**src/rv_ctrl_pkg.sv**
```systemverilog
/*
  Shared definitions for the X/WF pipeline control path:
  vector typedefs, RV32I opcode and funct3 codes, select encodings
  and instruction field extraction helpers
*/
`default_nettype none

package rv_ctrl_pkg;

  typedef logic [31:0] inst_t;     // One instruction word
  typedef logic [4:0]  opc5_t;     // Opcode bits 6:2
  typedef logic [2:0]  funct3_t;
  typedef logic [4:0]  reg_idx_t;
  typedef logic [3:0]  alu_sel_t;
  typedef logic [1:0]  wb_sel_t;
  typedef logic [2:0]  ldx_sel_t;
  typedef logic [1:0]  pc_sel_t;

  // Major opcodes, low two bits dropped
  localparam opc5_t OPC_RTYPE  = 5'b01100;
  localparam opc5_t OPC_ITYPE  = 5'b00100;
  localparam opc5_t OPC_LOAD   = 5'b00000;
  localparam opc5_t OPC_STORE  = 5'b01000;
  localparam opc5_t OPC_BRANCH = 5'b11000;
  localparam opc5_t OPC_JAL    = 5'b11011;
  localparam opc5_t OPC_JALR   = 5'b11001;
  localparam opc5_t OPC_AUIPC  = 5'b00101;
  localparam opc5_t OPC_LUI    = 5'b01101;

  // Arithmetic funct3
  localparam funct3_t F3_ADD_SUB = 3'b000;
  localparam funct3_t F3_SLL     = 3'b001;
  localparam funct3_t F3_SLT     = 3'b010;
  localparam funct3_t F3_SLTU    = 3'b011;
  localparam funct3_t F3_XOR     = 3'b100;
  localparam funct3_t F3_SRL_SRA = 3'b101;
  localparam funct3_t F3_OR      = 3'b110;
  localparam funct3_t F3_AND     = 3'b111;

  // Branch funct3
  localparam funct3_t F3_BEQ  = 3'b000;
  localparam funct3_t F3_BNE  = 3'b001;
  localparam funct3_t F3_BLT  = 3'b100;
  localparam funct3_t F3_BGE  = 3'b101;
  localparam funct3_t F3_BLTU = 3'b110;
  localparam funct3_t F3_BGEU = 3'b111;

  // Load funct3
  localparam funct3_t F3_LB  = 3'b000;
  localparam funct3_t F3_LH  = 3'b001;
  localparam funct3_t F3_LW  = 3'b010;
  localparam funct3_t F3_LBU = 3'b100;
  localparam funct3_t F3_LHU = 3'b101;

  localparam alu_sel_t ALU_ADD  = 4'd0;
  localparam alu_sel_t ALU_SUB  = 4'd1;
  localparam alu_sel_t ALU_AND  = 4'd2;
  localparam alu_sel_t ALU_OR   = 4'd3;
  localparam alu_sel_t ALU_XOR  = 4'd4;
  localparam alu_sel_t ALU_SLL  = 4'd5;
  localparam alu_sel_t ALU_SRL  = 4'd6;
  localparam alu_sel_t ALU_SRA  = 4'd7;
  localparam alu_sel_t ALU_SLT  = 4'd8;
  localparam alu_sel_t ALU_SLTU = 4'd9;

  localparam wb_sel_t WB_MEM = 2'd0;
  localparam wb_sel_t WB_ALU = 2'd1;
  localparam wb_sel_t WB_PC4 = 2'd2;  // Link address for jumps

  localparam ldx_sel_t LDX_W  = 3'd0;
  localparam ldx_sel_t LDX_HU = 3'd1;
  localparam ldx_sel_t LDX_H  = 3'd2;
  localparam ldx_sel_t LDX_BU = 3'd3;
  localparam ldx_sel_t LDX_B  = 3'd4;

  localparam pc_sel_t PC_PLUS4 = 2'd2;
  localparam pc_sel_t PC_ALU   = 2'd3;  // Branch or jump target from ALU

  // Field extraction
  function automatic opc5_t get_opc(inst_t i);
    return i[6:2];
  endfunction

  function automatic funct3_t get_funct3(inst_t i);
    return i[14:12];
  endfunction

  function automatic reg_idx_t get_rd(inst_t i);
    return i[11:7];
  endfunction

  function automatic reg_idx_t get_rs1(inst_t i);
    return i[19:15];
  endfunction

  function automatic reg_idx_t get_rs2(inst_t i);
    return i[24:20];
  endfunction

endpackage

`default_nettype wire
```
**src/rv_ctrl_top.sv**
```systemverilog
/*
  Top level of the two-stage control path: X decode,
  X to WF register and WF decode with forwarding
*/
`timescale 1ns/1ps
`default_nettype none

module rv_ctrl_top import rv_ctrl_pkg::*; (
  input  logic     clk,
  input  logic     rst,
  input  inst_t    inst,
  input  logic     inst_valid,
  input  logic     br_eq,
  input  logic     br_lt,
  output alu_sel_t alu_sel,
  output logic     a_sel,
  output logic     b_sel,
  output logic     br_un,
  output logic     br_taken,
  output pc_sel_t  pc_sel,
  output logic     rf_we,
  output wb_sel_t  wb_sel,
  output ldx_sel_t ldx_sel,
  output logic     fwd_a,
  output logic     fwd_b
);

  inst_t wf_inst;   // Instruction one cycle behind X
  logic  wf_valid;

  x_stage_ctrl u_x_ctrl (
    .inst       (inst),
    .inst_valid (inst_valid),
    .br_eq      (br_eq),
    .br_lt      (br_lt),
    .alu_sel    (alu_sel),
    .a_sel      (a_sel),
    .b_sel      (b_sel),
    .br_un      (br_un),
    .br_taken   (br_taken),
    .pc_sel     (pc_sel)
  );

  x_wf_reg u_x_wf_reg (
    .clk        (clk),
    .rst        (rst),
    .inst       (inst),
    .inst_valid (inst_valid),
    .wf_inst    (wf_inst),
    .wf_valid   (wf_valid)
  );

  wf_stage_ctrl u_wf_ctrl (
    .wf_inst  (wf_inst),
    .wf_valid (wf_valid),
    .x_inst   (inst),
    .x_valid  (inst_valid),
    .rf_we    (rf_we),
    .wb_sel   (wb_sel),
    .ldx_sel  (ldx_sel),
    .fwd_a    (fwd_a),
    .fwd_b    (fwd_b)
  );

endmodule

`default_nettype wire

```
**src/wf_stage_ctrl.sv**
```systemverilog
/*
  Writeback-stage control: register-file write enable, writeback source,
  load extension, and forwarding of the WF result into the X operands
*/
`timescale 1ns/1ps
`default_nettype none

module wf_stage_ctrl import rv_ctrl_pkg::*; (
  input  inst_t    wf_inst,
  input  logic     wf_valid,
  input  inst_t    x_inst,
  input  logic     x_valid,
  output logic     rf_we,
  output wb_sel_t  wb_sel,
  output ldx_sel_t ldx_sel,
  output logic     fwd_a,
  output logic     fwd_b
);

  opc5_t    wf_opc;
  opc5_t    x_opc;
  reg_idx_t wf_rd;
  logic     writes_rd;  // WF opcode produces a register result
  logic     x_uses_rs1;
  logic     x_uses_rs2;

  assign wf_opc = get_opc(wf_inst);
  assign x_opc  = get_opc(x_inst);
  assign wf_rd  = get_rd(wf_inst);

  always_comb begin
    writes_rd = 1'b0;
    wb_sel    = WB_MEM;
    ldx_sel   = LDX_W;
    case (wf_opc)
      OPC_RTYPE, OPC_ITYPE, OPC_AUIPC, OPC_LUI: begin
        writes_rd = 1'b1;
        wb_sel    = WB_ALU;
      end
      OPC_LOAD: begin
        writes_rd = 1'b1;
        case (get_funct3(wf_inst))
          F3_LB:   ldx_sel = LDX_B;
          F3_LH:   ldx_sel = LDX_H;
          F3_LBU:  ldx_sel = LDX_BU;
          F3_LHU:  ldx_sel = LDX_HU;
          default: ldx_sel = LDX_W;  // LW and reserved widths
        endcase
      end
      OPC_JAL, OPC_JALR: begin
        writes_rd = 1'b1;
        wb_sel    = WB_PC4;  // Link register gets PC + 4
      end
      default: begin
        writes_rd = 1'b0;
      end
    endcase
  end

  assign rf_we = wf_valid && writes_rd;

  // Operand usage of the instruction now in X
  assign x_uses_rs1 = !(x_opc == OPC_JAL || x_opc == OPC_AUIPC || x_opc == OPC_LUI);
  assign x_uses_rs2 = (x_opc == OPC_RTYPE) || (x_opc == OPC_STORE) ||
                      (x_opc == OPC_BRANCH);

  // x0 is never forwarded
  assign fwd_a = rf_we && (wf_rd != '0) && x_valid && x_uses_rs1 &&
                 (wf_rd == get_rs1(x_inst));
  assign fwd_b = rf_we && (wf_rd != '0) && x_valid && x_uses_rs2 &&
                 (wf_rd == get_rs2(x_inst));

endmodule

`default_nettype wire

```
**src/x_wf_reg.sv**
```systemverilog
/*
  X to WF pipeline register for the instruction word and valid bit
*/
`timescale 1ns/1ps
`default_nettype none

module x_wf_reg import rv_ctrl_pkg::*; (
  input  logic  clk,
  input  logic  rst,
  input  inst_t inst,
  input  logic  inst_valid,
  output inst_t wf_inst,
  output logic  wf_valid
);

  always_ff @(posedge clk) begin
    if (rst) begin
      wf_valid <= 1'b0;
    end else begin
      wf_valid <= inst_valid;  // Low input leaves a bubble in WF
    end
  end

  always_ff @(posedge clk) begin
    wf_inst <= inst;
  end

endmodule

`default_nettype wire

```
**src/x_stage_ctrl.sv**
```systemverilog
/*
  Execute-stage control decode: ALU operation, operand selects,
  unsigned compare, branch resolution and next-PC select
*/
`timescale 1ns/1ps
`default_nettype none

module x_stage_ctrl import rv_ctrl_pkg::*; (
  input  inst_t    inst,
  input  logic     inst_valid,
  input  logic     br_eq,
  input  logic     br_lt,
  output alu_sel_t alu_sel,
  output logic     a_sel,
  output logic     b_sel,
  output logic     br_un,
  output logic     br_taken,
  output pc_sel_t  pc_sel
);

  opc5_t    opc;
  funct3_t  f3;
  alu_sel_t alu_arith;  // ALU op for R and I formats
  logic     br_cond;    // Branch condition from comparator flags

  assign opc = get_opc(inst);
  assign f3  = get_funct3(inst);

  // Bit 30 picks SUB only for R-type, SRA for both formats
  always_comb begin
    case (f3)
      F3_ADD_SUB: alu_arith = (opc == OPC_RTYPE && inst[30]) ? ALU_SUB : ALU_ADD;
      F3_SLL:     alu_arith = ALU_SLL;
      F3_SLT:     alu_arith = ALU_SLT;
      F3_SLTU:    alu_arith = ALU_SLTU;
      F3_XOR:     alu_arith = ALU_XOR;
      F3_SRL_SRA: alu_arith = inst[30] ? ALU_SRA : ALU_SRL;
      F3_OR:      alu_arith = ALU_OR;
      default:    alu_arith = ALU_AND;
    endcase
  end

  always_comb begin
    case (f3)
      F3_BEQ:  br_cond = br_eq;
      F3_BNE:  br_cond = !br_eq;
      F3_BLT,
      F3_BLTU: br_cond = br_lt;   // Signedness set by br_un
      F3_BGE,
      F3_BGEU: br_cond = !br_lt;
      default: br_cond = 1'b0;    // Reserved encodings never branch
    endcase
  end

  always_comb begin
    alu_sel  = ALU_ADD;  // Address and link arithmetic by default
    a_sel    = 1'b0;
    b_sel    = 1'b0;
    br_un    = 1'b0;
    br_taken = 1'b0;
    pc_sel   = PC_PLUS4;
    if (inst_valid) begin
      case (opc)
        OPC_RTYPE: begin
          alu_sel = alu_arith;
        end
        OPC_ITYPE: begin
          alu_sel = alu_arith;
          b_sel   = 1'b1;
        end
        OPC_LOAD, OPC_STORE, OPC_LUI: begin
          b_sel = 1'b1;  // rs1 + imm, or imm alone
        end
        OPC_BRANCH: begin
          a_sel    = 1'b1;  // PC + offset
          b_sel    = 1'b1;
          br_un    = (f3 == F3_BLTU) || (f3 == F3_BGEU);
          br_taken = br_cond;
          pc_sel   = br_cond ? PC_ALU : PC_PLUS4;
        end
        OPC_JAL: begin
          a_sel  = 1'b1;
          b_sel  = 1'b1;
          pc_sel = PC_ALU;
        end
        OPC_JALR: begin
          pc_sel = PC_ALU;
        end
        OPC_AUIPC: begin
          a_sel = 1'b1;
          b_sel = 1'b1;
        end
        default: begin
          // CSR and unknown opcodes behave as a no-op
        end
      endcase
    end
  end

endmodule

`default_nettype wire

```
**config.mk**
```make
export PLATFORM = sky130hd
export DESIGN_NAME = rv_ctrl_top
export DESIGN_NICKNAME = d
export VERILOG_FILES = /design/src/rv_ctrl_pkg.sv /design/src/rv_ctrl_top.sv /design/src/wf_stage_ctrl.sv /design/src/x_wf_reg.sv /design/src/x_stage_ctrl.sv
export SDC_FILE = /design/constraint.sdc
export NUM_CORES = 1
export LEC_CHECK = 0
export ABC_AREA = 1
export BUFFER_PORTS_ARGS = -buffer_cell sky130_fd_sc_hd__clkbuf_2
export CORE_ASPECT_RATIO = 0.6
export CORE_MARGIN = 2
export CORE_UTILIZATION = 38
export DETAILED_ROUTE_END_ITERATION = 16
export GPL_ROUTABILITY_DRIVEN = 1
export PLACE_DENSITY = 0.74
export SLEW_MARGIN = 20
export SYNTH_ARGS = -nofsm -noshare
export SYNTH_HDL_FRONTEND = slang
export SYNTH_SLANG_ARGS = --single-unit
```
**constraint.sdc**
```tcl
create_clock -name clk -period 1 [get_ports clk]
set_input_delay 0.15 -clock clk [delete_from_list [all_inputs] [get_ports clk]]
set_output_delay 0.15 -clock clk [all_outputs]
set_load 0.02 [all_outputs]
```
==> impl_results.md <==
* CP Class: reg -> out
* Cell area after synthesis at ~830 um^2
* Sequential share of power at between 40% and 50%
* Tcrit/Tclk final at 179%
* Clock power share at about 28%
* Initial antenna violation count at 0
* Leak pwr at roughly 0.80 nW
* Iter 0 DRT Violations at roughly 130
* Syn Area/Cell at just over 7 um^2
* Antenna cells at 0
* Comb power frac at a little under a third
* Critical Path AT at about 1600 ps
* Library cells used by synthesis at 27
* Int Power at roughly 1.0 mW
* Mapped Nets at about 150
* Drt pass-1 iters at 4
* Final Hold Slack at -5.73 ps
* Worst hold path type: in -> reg
* Die Area at 2600 um^2
* Sequential fraction of the synthesis area at approximately a third
* CP Capture Type: output port
* Synthesis warning total at 0
* Area grow syn2layout at 108%
* Boundary Pins at 55
* DR DRC count at 0
* Mapped Cells at approximately 120
* Hold Violations, Final at 1
* Post-DP HPWL at 1.93 mm
* # port buffers at 45
* Placed Area at 1260 um^2
* Clk pin slew, worst setup/hold paths at around 100 ps
* Clock Sinks at 14
* Number of vias per cell at approximately 5.6
* Critical Path Fanout Max at 3
* #FFs+latches synth at 14
* CTS root buf: clkbuf_4
* Vias in the first global route at around 1000
* Max Freq at ~0.56 GHz
* Cts bufs inserted at 3
* Layout Nets at about 230
* Routed WL per cell at 18.9 um
* Slowest cell on crit path: dfxtp_2
* Die X at around 64 um
* Switching power at 493 uW
* Maximum vdd drop at 657 uV
* Worst Hold End: u_x_wf_reg.wf_valid
* Overall Power at about 1.5 mW
* Cells on Worst Hold Path at 2
* Failing checks: negative hold slack, negative setup slack
* Number of max-cap violations at 0
* Core Region at 2110 um^2
* Die Y at between 40 and 50 um
* Final min period at around 1800 ps
* Via Count at roughly 1200
* Worst Min Path Start: rst
* Antenna-violating nets left at 0
* Std-Cell Rows at 13
* Fin area at ~1700 um^2
* Setup WS post-layout at -787 ps
* Critical path, cell by cell: xnor2_1 > nand3_1 > nor2_1 > nand2_1 > nor2_4 > buf_8
* Data required, critical path at ~850 ps
* Filler instances at around 120
* Drt total wl at approximately 4.2 mm
* Final setup fails at 17
* RSZ-0062 raised after global routing: true
* CP peak stage delay at 370 ps
* Setup crit start kind: flop
* PD cells at 892 nW/um^2
* GRT overflow at 0
* H-tree depth at 1
* Share of cells above drive strength 1 at between 60% and 70%
* Outcome: finished with violations
* Initial Util at between 30 and 40%
* Global-route wire length before repair at between 4 and 5 mm
* Max Buffers Root-to-Sink at 2
* Largest net degree at the start of global routing at 10
* GP Congestion at between 0.7 and 0.8
* GRT Util Overall at 26.0%
* Slew Viols, Final at 0
* Switch share at a little under a third
* CTS tree: yes
power groups by stage:
stage / registers, mW / clock network, mW / logic (mW)
6_report: 0.628 / 0.436 / 0.480
5_1_grt: 0.630 / 0.465 / 0.495
4_1_cts: 0.620 / 0.421 / 0.369
3_5_place_dp: 0.628 / 0 / 0.303
3_3_place_gp: 0.626 / 0 / 0.294
2_1_floorplan: 0.622 / 0 / 0.156
cell usage in the layout (no fill, tap or decap), types with 2 or more instances in the layout:
master / instances
nor2_4: 5
clkbuf_8: 5
buf_6: 11
nor2_2: 3
xor2_1: 3
clkbuf_4: 4
nor2_1: 13
nand3b_1: 2
nand2_1: 15
nand2_2: 3
dfxtp_1: 5
dfxtp_2: 9
nand4_1: 5
inv_1: 7
xnor2_1: 7
nand3_2: 4
nand3_4: 2
clkbuf_2: 21
nor4_4: 2
a211oi_2: 2
nand3_1: 6
dlygate4sd3_1: 7
inv_2: 6
buf_4: 22
nor3_2: 3
buf_8: 9
inv_4: 2
registers in the layout, indices dropped and copies added (netlist names):
register / flops
u_x_wf_reg.wf_inst: 13
u_x_wf_reg.wf_valid: 1
logic make-up (layout without fill, tap and decap cells):
family	count (synthesis)	in the layout	synth area share [%]
compound gates	7	7	6.00
other cells	1	1	0.450
simple gates	67	67	39.9
xor+xnor	10	10	10.5
buf+inv	18	95	9.46
flops	14	14	33.6
synth_stat cells:
master | n | area, um^2
nor4_1 | 2 | 12.5
xor2_1 | 3 | 26.3
nand3b_1 | 2 | 15.0
and2_1 | 1 | 6.26
a21oi_1 | 1 | 5.00
nand3_2 | 1 | 10.0
nand2_1 | 16 | 60.1
buf_6 | 1 | 11.3
xnor2_1 | 7 | 61.3
inv_1 | 11 | 41.3
nor3b_1 | 1 | 7.51
inv_2 | 5 | 18.8
nand3_1 | 11 | 55.1
buf_4 | 1 | 7.51
nor2_1 | 20 | 75.1
o21ai_1 | 1 | 5.00
a211oi_1 | 2 | 15.0
nor2_4 | 1 | 11.3
nor3_2 | 2 | 20.0
or2_0 | 1 | 6.26
a31oi_1 | 2 | 12.5
nand4_1 | 5 | 31.3
dfxtp_1 | 14 | 280
nor3_1 | 2 | 10.0
nand2_2 | 2 | 12.5
o211ai_2 | 1 | 12.5
conb_1 | 1 | 3.75
final cells by class:
class,count,area [um^2],share of cell area [%]
Clock buffer,4,36.3,2.10
Multi-Input combinational cell,85,633,36.6
Sequential cell,14,292,16.8
Inverter,16,70.1,4.05
Tap cell,30,37.5,2.17
Timing Repair Buffer,75,662,38.3
per-layer routing:
metal	global-route usage (%)	part of all wire [%]	vias up
met5	0	0	-
met4	13.3	6.6	0
met3	6.18	10	41
met2	47.1	45	104
met1	30.4	38	562
li1	-	-	539
how the worst max path moves through the flow:
stage	end	slack, ps	from	depth (start not counted)
final	fwd_a	-790	u_x_wf_reg.wf_inst[10]	6
after CTS	fwd_b	-540	u_x_wf_reg.wf_inst[4]	7
after global routing	fwd_a	-830	u_x_wf_reg.wf_inst[10]	6
after floorplan	fwd_a	-110	u_x_wf_reg.wf_inst[4]	5
after detailed placement	fwd_b	-270	u_x_wf_reg.wf_inst[10]	6
after global placement	fwd_a	-250	u_x_wf_reg.wf_inst[10]	6
critical path: cells and delay by family, from the launching register on:
kind,cells,cell delay [ps]
AND/OR/NAND/NOR,4,610
flip-flops,1,370
XOR/XNOR,1,240
buffers and inverters,1,120
per-stage QoR:
step           utilization [%]  setup slack [ps]  std cells  hold slack, ps  setup TNS (ps)
3_5_place_dp              59.4              -272        205             254           -2330
6_report                  81.8              -787        224           -5.73           -5820
2_1_floorplan                -              -109        117             178            -429
5_1_grt                   81.8              -830        224           -10.1           -6560
3_3_place_gp              59.4              -247        205             253           -1950
4_1_cts                   73.1              -543        218            4.15           -4630
what timing repair did:
item,in CTS,in global routing
buffers inserted,6,7
hold buffers,5,2
gates resized for setup,46,58
endpoints found under the setup margin,17,17
hold endpoints to repair,5,2
pin swaps,10,19
Note: power is estimated with default switching activity, not from simulation.
